[src/common/game_pkg.sv]
`default_nettype none

package game_pkg;

    // heading in whole degrees, -180 to 179
    parameter int ANG_WIDTH = 9;

    // speed and velocity fixed point
    parameter int VEL_INT_WIDTH  = 3;
    parameter int VEL_FRAC_WIDTH = 5;
    // sign bit on top of the integer part so that a full 7.0 still fits
    parameter int VEL_WIDTH      = VEL_INT_WIDTH + VEL_FRAC_WIDTH + 1;

    // map size in whole pixels
    parameter int MAP_H_WIDTH = 11;
    parameter int MAP_V_WIDTH = 10;
    parameter int POS_X_WIDTH = MAP_H_WIDTH + VEL_FRAC_WIDTH;   // 16
    parameter int POS_Y_WIDTH = MAP_V_WIDTH + VEL_FRAC_WIDTH;   // 15

    typedef logic signed [ANG_WIDTH-1:0]   angle_t;
    typedef logic signed [VEL_WIDTH-1:0]   vel_t;
    typedef logic signed [POS_X_WIDTH-1:0] pos_x_t;
    typedef logic signed [POS_Y_WIDTH-1:0] pos_y_t;
    typedef logic signed [MAP_H_WIDTH-1:0] pix_x_t;
    typedef logic signed [MAP_V_WIDTH-1:0] pix_y_t;
    typedef logic [2:0]                    acc_t;     // 0 to 7
    typedef logic [1:0]                    omega_t;   // bit 0 hold, else bit 1 picks direction

    // physics
    parameter int FRICTION_SHIFT = 1;
    parameter int VELOCITY_MAX   = 7;   // whole units

    // cordic rotator
    parameter int CORDIC_ITER      = 8;
    parameter int CORDIC_ANG_FRAC  = 6;
    parameter int CORDIC_GAIN_FRAC = 8;
    parameter logic [CORDIC_GAIN_FRAC-1:0] CORDIC_GAIN_INV = 8'd155;   // 0.607

    // atan(2^-i) in degrees, 6 fraction bits
    parameter int ATAN_TABLE [CORDIC_ITER] = '{
        2880, 1700, 898, 456, 229, 115, 57, 29
    };

endpackage

`default_nettype wire
[src/common/rotate_if.sv]
`timescale 1ns/10ps
`default_nettype none

// one four-phase rotation transaction: speed and heading in, vector out
interface rotate_if import game_pkg::*; ();

    logic   req;
    logic   ack;
    vel_t   mag;     // speed to rotate
    angle_t angle;   // heading in degrees
    vel_t   out_x;   // valid while ack high
    vel_t   out_y;

    modport requester (
        output req, mag, angle,
        input  ack, out_x, out_y
    );

    modport rotator (
        input  req, mag, angle,
        output ack, out_x, out_y
    );

endinterface

`default_nettype wire

[src/game_control_top.sv]
`timescale 1ns/10ps
`default_nettype none

module game_control_top import game_pkg::*; #(
    parameter int CAR1_INIT_X = -750,
    parameter int CAR1_INIT_Y = 300,
    parameter int CAR2_INIT_X = 750,
    parameter int CAR2_INIT_Y = -300,
    parameter int X_MIN       = -750,
    parameter int X_MAX       = 750,
    parameter int Y_MIN       = -350,
    parameter int Y_MAX       = 350
) (
    input wire         i_clk,
    input wire         i_rst_n,
    input wire         i_frame_req,
    input wire acc_t   i_car1_acc,
    input wire acc_t   i_car2_acc,
    input wire omega_t i_car1_omega,
    input wire omega_t i_car2_omega,
    output logic       o_frame_ack,
    output angle_t     o_car1_angle,
    output angle_t     o_car2_angle,
    output pix_x_t     o_car1_x,
    output pix_y_t     o_car1_y,
    output pix_x_t     o_car2_x,
    output pix_y_t     o_car2_y,
    output vel_t       o_car1_v_m,
    output vel_t       o_car2_v_m
);

    logic [1:0] step_req;   // index 0 car 1
    logic [1:0] step_ack;

    rotate_if car1_rot ();
    rotate_if car2_rot ();
    rotate_if rot_bus ();    // arbiter to the shared rotator

    frame_sequencer u_frame_sequencer (
        .i_clk       (i_clk),
        .i_rst_n     (i_rst_n),
        .i_frame_req (i_frame_req),
        .o_frame_ack (o_frame_ack),
        .o_step_req  (step_req),
        .i_step_ack  (step_ack)
    );

    car_dynamics #(
        .INIT_X (CAR1_INIT_X),
        .INIT_Y (CAR1_INIT_Y),
        .X_MIN  (X_MIN),
        .X_MAX  (X_MAX),
        .Y_MIN  (Y_MIN),
        .Y_MAX  (Y_MAX)
    ) u_car1 (
        .i_clk      (i_clk),
        .i_rst_n    (i_rst_n),
        .i_step_req (step_req[0]),
        .o_step_ack (step_ack[0]),
        .i_acc      (i_car1_acc),
        .i_omega    (i_car1_omega),
        .rot        (car1_rot),
        .o_angle    (o_car1_angle),
        .o_x        (o_car1_x),
        .o_y        (o_car1_y),
        .o_speed    (o_car1_v_m)
    );

    car_dynamics #(
        .INIT_X (CAR2_INIT_X),
        .INIT_Y (CAR2_INIT_Y),
        .X_MIN  (X_MIN),
        .X_MAX  (X_MAX),
        .Y_MIN  (Y_MIN),
        .Y_MAX  (Y_MAX)
    ) u_car2 (
        .i_clk      (i_clk),
        .i_rst_n    (i_rst_n),
        .i_step_req (step_req[1]),
        .o_step_ack (step_ack[1]),
        .i_acc      (i_car2_acc),
        .i_omega    (i_car2_omega),
        .rot        (car2_rot),
        .o_angle    (o_car2_angle),
        .o_x        (o_car2_x),
        .o_y        (o_car2_y),
        .o_speed    (o_car2_v_m)
    );

    rotate_arbiter u_rotate_arbiter (
        .i_clk   (i_clk),
        .i_rst_n (i_rst_n),
        .car1    (car1_rot),
        .car2    (car2_rot),
        .rot     (rot_bus)
    );

    rotate_xy u_rotate_xy (
        .i_clk   (i_clk),
        .i_rst_n (i_rst_n),
        .rot     (rot_bus)
    );

endmodule

`default_nettype wire

[src/frame_sequencer.sv]
`timescale 1ns/10ps
`default_nettype none

module frame_sequencer (
    input wire         i_clk,
    input wire         i_rst_n,
    input wire         i_frame_req,
    output logic       o_frame_ack,
    output logic [1:0] o_step_req,   // bit 0 car 1, bit 1 car 2
    input wire   [1:0] i_step_ack
);

    typedef enum logic [1:0] {
        ST_IDLE,
        ST_STEP,
        ST_ACK
    } seq_state_t;

    seq_state_t state_q;
    logic [1:0] step_done_q;   // car has acked this frame

    always_ff @(posedge i_clk) begin
        if (!i_rst_n) begin
            state_q     <= ST_IDLE;
            step_done_q <= 2'b00;
        end else begin
            case (state_q)
                ST_IDLE: begin
                    step_done_q <= 2'b00;
                    if (i_frame_req) state_q <= ST_STEP;
                end
                ST_STEP: begin
                    step_done_q <= step_done_q | i_step_ack;
                    if (&step_done_q) state_q <= ST_ACK;
                end
                default: begin
                    // both step links and the frame link back to zero
                    if (!i_frame_req && i_step_ack == 2'b00) state_q <= ST_IDLE;
                end
            endcase
        end
    end

    // each car's req drops as soon as its ack is latched
    assign o_step_req  = (state_q == ST_STEP) ? ~step_done_q : 2'b00;
    assign o_frame_ack = (state_q == ST_ACK);

endmodule

`default_nettype wire

[src/car_dynamics.sv]
`timescale 1ns/10ps
`default_nettype none

module car_dynamics import game_pkg::*; #(
    parameter int INIT_X = 0,
    parameter int INIT_Y = 0,
    parameter int X_MIN  = -750,
    parameter int X_MAX  = 750,
    parameter int Y_MIN  = -350,
    parameter int Y_MAX  = 350
) (
    input wire          i_clk,
    input wire          i_rst_n,
    input wire          i_step_req,
    output logic        o_step_ack,
    input wire acc_t    i_acc,
    input wire omega_t  i_omega,
    rotate_if.requester rot,
    output angle_t      o_angle,
    output pix_x_t      o_x,
    output pix_y_t      o_y,
    output vel_t        o_speed
);

    localparam int FX = 2 ** VEL_FRAC_WIDTH;
    localparam int ACC_SHIFT = VEL_FRAC_WIDTH - FRICTION_SHIFT;

    localparam logic signed [VEL_WIDTH:0] SPEED_MAX = (VEL_WIDTH+1)'(VELOCITY_MAX * FX);
    localparam logic signed [ANG_WIDTH:0] ANG_ONE   = 1;
    localparam logic signed [ANG_WIDTH:0] ANG_HI    = 179;
    localparam logic signed [ANG_WIDTH:0] ANG_LO    = -180;
    localparam logic signed [ANG_WIDTH:0] ANG_TURN  = 360;

    localparam logic signed [POS_X_WIDTH:0] X_LO_FX   = (POS_X_WIDTH+1)'(X_MIN * FX);
    localparam logic signed [POS_X_WIDTH:0] X_HI_FX   = (POS_X_WIDTH+1)'(X_MAX * FX);
    localparam logic signed [POS_X_WIDTH:0] X_SPAN_FX = (POS_X_WIDTH+1)'((X_MAX - X_MIN) * FX);
    localparam logic signed [POS_Y_WIDTH:0] Y_LO_FX   = (POS_Y_WIDTH+1)'(Y_MIN * FX);
    localparam logic signed [POS_Y_WIDTH:0] Y_HI_FX   = (POS_Y_WIDTH+1)'(Y_MAX * FX);
    localparam logic signed [POS_Y_WIDTH:0] Y_SPAN_FX = (POS_Y_WIDTH+1)'((Y_MAX - Y_MIN) * FX);

    typedef enum logic [1:0] {
        ST_IDLE,
        ST_ROTATE,
        ST_RELEASE,
        ST_ACK
    } car_state_t;

    car_state_t state_q;
    logic       rot_req_q;
    vel_t       speed_q;
    angle_t     angle_q;
    pos_x_t     pos_x_q;
    pos_y_t     pos_y_q;

    logic signed [VEL_WIDTH:0]   speed_half;
    logic signed [VEL_WIDTH:0]   acc_term;
    logic signed [VEL_WIDTH:0]   speed_sum;
    logic signed [ANG_WIDTH:0]   ang_sum;
    logic signed [POS_X_WIDTH:0] x_sum;
    logic signed [POS_Y_WIDTH:0] y_sum;

    // rotation operands come straight from the pre-step state
    assign rot.req   = rot_req_q;
    assign rot.mag   = speed_q;
    assign rot.angle = angle_q;

    always_comb begin
        // friction, then throttle, then clamp to 0..VELOCITY_MAX
        speed_half = (VEL_WIDTH+1)'(speed_q >>> FRICTION_SHIFT);
        acc_term   = (VEL_WIDTH+1)'(i_acc) << ACC_SHIFT;
        speed_sum  = speed_half + acc_term;
        if (speed_sum < 0)              speed_sum = '0;
        else if (speed_sum > SPEED_MAX) speed_sum = SPEED_MAX;

        ang_sum = (ANG_WIDTH+1)'(angle_q);
        if (!i_omega[0]) begin
            if (i_omega[1]) ang_sum = ang_sum + ANG_ONE;
            else            ang_sum = ang_sum - ANG_ONE;
        end
        if (ang_sum > ANG_HI)      ang_sum = ang_sum - ANG_TURN;
        else if (ang_sum < ANG_LO) ang_sum = ang_sum + ANG_TURN;

        // move by the rotated velocity, wrap at the map edges
        x_sum = (POS_X_WIDTH+1)'(pos_x_q) + (POS_X_WIDTH+1)'(rot.out_x);
        y_sum = (POS_Y_WIDTH+1)'(pos_y_q) + (POS_Y_WIDTH+1)'(rot.out_y);
        if (x_sum <= X_LO_FX)      x_sum = x_sum + X_SPAN_FX;
        else if (x_sum >= X_HI_FX) x_sum = x_sum - X_SPAN_FX;
        if (y_sum <= Y_LO_FX)      y_sum = y_sum + Y_SPAN_FX;
        else if (y_sum >= Y_HI_FX) y_sum = y_sum - Y_SPAN_FX;
    end

    always_ff @(posedge i_clk) begin
        if (!i_rst_n) begin
            state_q    <= ST_IDLE;
            rot_req_q  <= 1'b0;
            o_step_ack <= 1'b0;
            speed_q    <= '0;
            angle_q    <= '0;
            pos_x_q    <= pos_x_t'(INIT_X * FX);
            pos_y_q    <= pos_y_t'(INIT_Y * FX);
        end else begin
            case (state_q)
                ST_IDLE: begin
                    if (i_step_req) begin
                        rot_req_q <= 1'b1;
                        state_q   <= ST_ROTATE;
                    end
                end
                ST_ROTATE: begin
                    if (rot.ack) begin   // whole step lands in this cycle
                        speed_q    <= vel_t'(speed_sum);
                        angle_q    <= angle_t'(ang_sum);
                        pos_x_q    <= pos_x_t'(x_sum);
                        pos_y_q    <= pos_y_t'(y_sum);
                        rot_req_q  <= 1'b0;
                        o_step_ack <= 1'b1;
                        state_q    <= ST_RELEASE;
                    end
                end
                ST_RELEASE: begin
                    if (!rot.ack) state_q <= ST_ACK;
                end
                default: begin
                    if (!i_step_req) begin
                        o_step_ack <= 1'b0;
                        state_q    <= ST_IDLE;
                    end
                end
            endcase
        end
    end

    assign o_angle = angle_q;
    assign o_speed = speed_q;
    assign o_x = pix_x_t'(pos_x_q >>> VEL_FRAC_WIDTH) + pix_x_t'(pos_x_q[VEL_FRAC_WIDTH-1]);
    assign o_y = pix_y_t'(pos_y_q >>> VEL_FRAC_WIDTH) + pix_y_t'(pos_y_q[VEL_FRAC_WIDTH-1]);

endmodule

`default_nettype wire

[src/rotate_arbiter.sv]
`timescale 1ns/10ps
`default_nettype none

module rotate_arbiter import game_pkg::*; (
    input wire          i_clk,
    input wire          i_rst_n,
    rotate_if.rotator   car1,
    rotate_if.rotator   car2,
    rotate_if.requester rot
);

    typedef enum logic [1:0] {
        GRANT_NONE,
        GRANT_CAR1,
        GRANT_CAR2
    } grant_t;

    grant_t grant_q;
    logic   ack_seen_q;   // forwarded ack went high in this grant

    always_ff @(posedge i_clk) begin
        if (!i_rst_n) begin
            grant_q    <= GRANT_NONE;
            ack_seen_q <= 1'b0;
        end else if (grant_q == GRANT_NONE) begin
            ack_seen_q <= 1'b0;
            if (car1.req)      grant_q <= GRANT_CAR1;   // car 1 wins ties
            else if (car2.req) grant_q <= GRANT_CAR2;
        end else if (rot.ack) begin
            ack_seen_q <= 1'b1;
        end else if (ack_seen_q) begin
            // ack back low, transaction closed
            grant_q    <= GRANT_NONE;
            ack_seen_q <= 1'b0;
        end
    end

    always_comb begin
        rot.req   = 1'b0;
        rot.mag   = car1.mag;
        rot.angle = car1.angle;
        if (grant_q == GRANT_CAR1) begin
            rot.req = car1.req;
        end else if (grant_q == GRANT_CAR2) begin
            rot.req   = car2.req;
            rot.mag   = car2.mag;
            rot.angle = car2.angle;
        end
    end

    assign car1.ack   = (grant_q == GRANT_CAR1) && rot.ack;
    assign car2.ack   = (grant_q == GRANT_CAR2) && rot.ack;
    assign car1.out_x = (grant_q == GRANT_CAR1) ? rot.out_x : '0;
    assign car1.out_y = (grant_q == GRANT_CAR1) ? rot.out_y : '0;
    assign car2.out_x = (grant_q == GRANT_CAR2) ? rot.out_x : '0;
    assign car2.out_y = (grant_q == GRANT_CAR2) ? rot.out_y : '0;

endmodule

`default_nettype wire

[src/rotate/rotate_xy.sv]
`timescale 1ns/10ps
`default_nettype none

module rotate_xy import game_pkg::*; (
    input wire        i_clk,
    input wire        i_rst_n,
    rotate_if.rotator rot
);

    localparam int XY_WIDTH  = VEL_WIDTH + 2;   // headroom for the cordic gain
    localparam int Z_WIDTH   = ANG_WIDTH + CORDIC_ANG_FRAC + 1;
    localparam int CNT_WIDTH = $clog2(CORDIC_ITER);
    localparam int PROD_WIDTH = XY_WIDTH + CORDIC_GAIN_FRAC + 1;

    localparam logic signed [Z_WIDTH-1:0] QUARTER_TURN = Z_WIDTH'(90 << CORDIC_ANG_FRAC);
    localparam logic signed [Z_WIDTH-1:0] HALF_TURN    = Z_WIDTH'(180 << CORDIC_ANG_FRAC);
    localparam logic signed [CORDIC_GAIN_FRAC:0] GAIN_S = {1'b0, CORDIC_GAIN_INV};

    typedef enum logic [1:0] {
        ST_IDLE,
        ST_RUN,
        ST_SCALE,
        ST_DONE
    } rot_state_t;

    rot_state_t                  state_q;
    logic [CNT_WIDTH-1:0]        iter_q;
    logic signed [XY_WIDTH-1:0]  x_q;
    logic signed [XY_WIDTH-1:0]  y_q;
    logic signed [Z_WIDTH-1:0]   z_q;   // residual angle still to rotate
    logic signed [Z_WIDTH-1:0]   ang_fx;
    logic signed [XY_WIDTH-1:0]  mag_ext;
    logic signed [XY_WIDTH-1:0]  x_shift;
    logic signed [XY_WIDTH-1:0]  y_shift;
    logic signed [Z_WIDTH-1:0]   atan_step;
    logic signed [PROD_WIDTH-1:0] prod_x;
    logic signed [PROD_WIDTH-1:0] prod_y;

    assign ang_fx    = {rot.angle[ANG_WIDTH-1], rot.angle, {CORDIC_ANG_FRAC{1'b0}}};
    assign mag_ext   = XY_WIDTH'(rot.mag);
    assign x_shift   = y_q >>> iter_q;
    assign y_shift   = x_q >>> iter_q;
    assign atan_step = Z_WIDTH'(ATAN_TABLE[iter_q]);
    assign prod_x    = x_q * GAIN_S;
    assign prod_y    = y_q * GAIN_S;

    assign rot.ack = (state_q == ST_DONE);

    always_ff @(posedge i_clk) begin
        if (!i_rst_n) begin
            state_q <= ST_IDLE;
            iter_q  <= '0;
        end else begin
            case (state_q)
                ST_IDLE: begin
                    iter_q <= '0;
                    if (rot.req) state_q <= ST_RUN;
                end
                ST_RUN: begin
                    iter_q <= iter_q + 1'b1;
                    if (iter_q == CNT_WIDTH'(CORDIC_ITER - 1)) state_q <= ST_SCALE;
                end
                ST_SCALE: state_q <= ST_DONE;
                default: begin
                    if (!rot.req) state_q <= ST_IDLE;   // requester closed the handshake
                end
            endcase
        end
    end

    // datapath
    always_ff @(posedge i_clk) begin
        if (state_q == ST_IDLE && rot.req) begin
            // fold into -90..90, the vector flips instead
            y_q <= '0;
            if (ang_fx > QUARTER_TURN) begin
                z_q <= ang_fx - HALF_TURN;
                x_q <= -mag_ext;
            end else if (ang_fx < -QUARTER_TURN) begin
                z_q <= ang_fx + HALF_TURN;
                x_q <= -mag_ext;
            end else begin
                z_q <= ang_fx;
                x_q <= mag_ext;
            end
        end else if (state_q == ST_RUN) begin
            if (z_q >= 0) begin   // rotate counter-clockwise
                x_q <= x_q - x_shift;
                y_q <= y_q + y_shift;
                z_q <= z_q - atan_step;
            end else begin
                x_q <= x_q + x_shift;
                y_q <= y_q - y_shift;
                z_q <= z_q + atan_step;
            end
        end

        if (state_q == ST_SCALE) begin
            rot.out_x <= vel_t'(prod_x >>> CORDIC_GAIN_FRAC);   // truncate toward -inf
            rot.out_y <= vel_t'(prod_y >>> CORDIC_GAIN_FRAC);
        end
    end

endmodule

`default_nettype wire

[config.mk]
export PLATFORM = sky130hd
export DESIGN_NAME = game_control_top
export DESIGN_NICKNAME = d
export VERILOG_FILES = /design/src/common/game_pkg.sv /design/src/common/rotate_if.sv /design/src/game_control_top.sv /design/src/frame_sequencer.sv /design/src/car_dynamics.sv /design/src/rotate_arbiter.sv /design/src/rotate/rotate_xy.sv
export SDC_FILE = /design/constraint.sdc
export NUM_CORES = 1
export LEC_CHECK = 0
export ABC_AREA = 0
export BUFFER_PORTS_ARGS = -buffer_cell sky130_fd_sc_hd__buf_4
export CAP_MARGIN = 20
export CORE_ASPECT_RATIO = 0.5
export CORE_MARGIN = 2
export CORE_UTILIZATION = 45
export CTS_CLUSTER_DIAMETER = 60
export DETAILED_ROUTE_END_ITERATION = 10
export SKIP_LAST_GASP = 1
export SLEW_MARGIN = 25
export SYNTH_ARGS = -nofsm -noshare
export SYNTH_HDL_FRONTEND = slang
export SYNTH_SLANG_ARGS = --single-unit
[constraint.sdc]
create_clock -name i_clk -period 6.2 [get_ports i_clk]
set_input_delay 0.62 -clock i_clk [delete_from_list [all_inputs] [get_ports i_clk]]
set_output_delay 0.62 -clock i_clk [all_outputs]
set_load 0.05 [all_outputs]
==> key figures <==
Placed design
  • Routability Congestion: 0.886
  • PortBufs: 89
  • Hpwl dp: 39.1 mm

Worst setup path
  • Worst setup EP type: register
  • CP Data Arrival Time: 5.67 ns
  • Worst Reg-to-Reg Cells: 17
  • Worst reg2reg path startpoint: u_rotate_arbiter.grant_q[1]
  • R2r setup slk: 0.88 ns
  • Worst EP required: 6.54 ns
  • Setup crit start: u_rotate_arbiter.grant_q[1]
  • CP Launch Type: register
  • Reg2reg end: u_car1.pos_x_q[13]
  • Worst Setup Path Type: register to register
  • Crit path max fanout: 24
  • CP Capture Point: u_car1.pos_x_q[13]

CTS
  • CTS clk-pin slew, worst paths: 0.08 ns
  • Hold buffers post-CTS: 0
  • Worst-skew pair later-pin latency: 0.47 ns
  • CTS tree: built
  • CTS-repair resized insts: 0
  • CTS H-tree depth: 4
  • Clock root buffer master: clkbuf_16
  • TritonCTS Buffers: 17
  • Max Buffers Root-to-Sink: 2
  • Clock sink count: 172
  • Setup bufs post-CTS: 0

Floorplanning
  • Core area: 44,900 um^2
  • Die Span Y: 155 um
  • Row count: 55
  • Die Width: 305 um
  • IO Count: 92
  • Die ar.: 47,200 um^2
  • Initial Util: 45.4%

Timing
  • Clock Skews: 0.0160 ns
  • Total Negative Setup Slacks: 0 ns
  • Hold slack final: 0.464 ns
  • Peak Freq: 0.188 GHz
  • Tightest Pin Transition: 1.01 ns
  • RSZ-0062 raised after global routing: false
  • Slew Limit Fails: 0
  • Crit share post-route: 85.8%
  • Final setup fails: 0
  • Final min period: 5.32 ns
  • Final hold vios: 0
  • Max transition margin: 32.8%

Job
  • Max_cap viols: 0

GRT
  • Total GRT Usage: 21.6%
  • Vias in the first global route: 16.6k
  • Grt ovf: 0
  • Largest net degree at the start of global routing: 63
  • First-pass GRT wire length: 84.3 mm
  • Initial antenna violation count: 0

Route
  • WL final: 50.8 mm
  • Remaining antenna violation count after routing: 0
  • Vias: 17.5k
  • Drt first pass iters: 7
  • Number of vias per cell: 5.53
  • Drt wl/cell: 16.0 um
  • DRC: 0
  • Initial DRC Count: 1,132

Finish
  • Syn-to-layout area delta: 8.43%
  • Share of layout cells above drive strength 1: 7.68%
  • Most frequent cells in the layout: ha_1, inv_1, a21oi_1, nor2_1, nand2_1
  • Commonest non-fill, non-tap cell in the layout: ha_1
  • # nets final: 2,889

Synth
  • Register bit total from synthesis: 172
  • Gate count of the mapped netlist: 2,526
  • Mapped cell area: 20,400 um^2
  • Post-synthesis cell type count: 101
  • FFs w/ async S/R, synth: 0%
  • Main synth FF type: dfxtp_1
  • Register area share after synthesis: 19.1%
  • YS warnings: 0
  • Post-synth EDFFs: 45
  • Syn avg cell area: 8.08 um^2

Pwr
  • Power Dens Cells: 584 nW/um^2
  • Leakage Power: 10.1 nW
  • Peak supply drop: 0.706 mV

Worst hold path
  • Tightest Hold Check Type: register to register
  • Hold wc startpoint: u_car1.pos_y_q[0]

Status
  • Outcome: finished clean
[layer usage]
metal / GRT usage, % / vias up / share of wire (%)
met5: 0 / - / 0
met4: 3.91 / 0 / 1.1
met3: 4.23 / 42 / 4.2
met1: 30.8 / 8162 / 52
li1: - / 9025 / -
met2: 34.2 / 271 / 43
[Yosys cell counts (8+ instances only)]
cell type	number	share of area [%]
ha_1	259	16
o22ai_1	8	0.25
a21oi_1	208	5.1
and3_1	14	0.43
dfxtp_1	127	12
nor4_1	13	0.40
buf_1	10	0.18
inv_1	233	4.3
edfxtp_1	45	6.6
nand3_1	58	1.4
o211ai_1	13	0.48
nor3_1	75	1.8
or2_2	13	0.40
nor2b_1	20	0.61
o21a_1	21	0.77
o31ai_1	21	0.77
o21bai_1	32	1.2
a22oi_1	21	0.77
nor3b_1	8	0.29
mux2i_1	60	2.9
xnor2_1	132	5.7
clkbuf_1	75	1.4
nand4_1	14	0.43
a31oi_1	17	0.52
nor4b_1	8	0.34
a21boi_0	13	0.48
xor2_1	64	2.7
fa_1	65	6.4
nor2_1	201	3.7
nand2_1	184	3.4
o21ai_0	134	3.3
or3_1	17	0.52
a211oi_1	37	1.4
mux2_2	8	0.44
a21o_1	51	1.9
and2_1	50	1.5
nand3b_1	10	0.37
nand2b_1	23	0.71
[final cells by class]
type                       instances  area, um^2
timing repair buffer             103         773
antenna                            1        2.50
sequential                       172        3890
inverter                         236         886
clock buffer                      20         447
fill                            4386       22800
multi-input combinational       2022       15200
clock inverter                    12         135
tap                              598         748
[kinds of logic after synthesis]
kind of cell / after synthesis / synth area share, %
AOI/OAI and AO/OA: 689 / 22.2
xor gates and xnor gates: 200 / 8.73
other: 1 / 0.0184
buffers and inverters: 333 / 6.31
muxes: 72 / 3.83
adders and majority gates: 324 / 22.3
and+or+nand+nor: 735 / 17.5
DFF: 172 / 19.1
[worst min path at each step]
stage | endpoint | slack, ns | cells after the start
finish | u_car1.pos_y_q[0] | 0.46 | 2
global route | u_car2.pos_x_q[0] | 0.49 | 2
CTS | u_car2.pos_y_q[0] | 0.47 | 2
detailed placement | u_car1.pos_y_q[0] | 0.46 | 2
global placement | u_car2.pos_x_q[0] | 0.45 | 2
floorplan | u_car1.pos_x_q[0] | 0.44 | 2
[power by group]
part	internal, W	switching, W	total, W	leakage [nW]
sequential	0.00189	0.000323	0.00222	1.44
combinational	0.00438	0.00520	0.00957	8.32
clock	0.000611	0.000519	0.00113	0.293
total	0.00688	0.00604	0.0129	10.1
[stage by stage]
stage | util, % | setup slack [ns] | power (W) | instances | cell area, um^2
CTS | 49.2 | 0.905 | 0.0130 | 3163 | 22100
finish | 49.2 | 0.878 | 0.0129 | 3164 | 22100
global route | 49.2 | 0.332 | 0.0146 | 3163 | 22100
global placement | 47.9 | 1.09 | 0.0116 | 3131 | 21500
detailed placement | 47.9 | 0.941 | 0.0118 | 3131 | 21500
floorplan | - | 1.57 | 0.00993 | 2527 | 20400
[worst max-delay path, stage by stage (launching register included)]
cell and delay (ns):
dfxtp_1 0.55, and2b_1 0.47, and2_1 0.28, ha_1 0.22, fa_1 0.45, a211oi_2 0.24, o21ai_1 0.12, a21oi_1 0.77
xor2_1 0.34, inv_1 0.18, ha_1 0.23, a21o_1 0.15, a31oi_1 0.23, nand3_1 0.13, nand2_1 0.27, nand3_1 0.18
o32ai_1 0.33, nor3_1 0.08
[state kept, by name (all words and copies together) (netlist names), 9 cells and up]
name and flops:
u_car1.o_angle 9, u_car1.pos_x_q 16, u_car1.pos_y_q 15, u_car2.o_angle 9, u_car2.pos_x_q 16, u_car2.pos_y_q 15
u_rotate_xy.rot.out_x 9, u_rotate_xy.rot.out_y 9, u_rotate_xy.x_q 11, u_rotate_xy.y_q 11, u_rotate_xy.z_q 16
No activity file was read; power rests on OpenSTA's default activity.
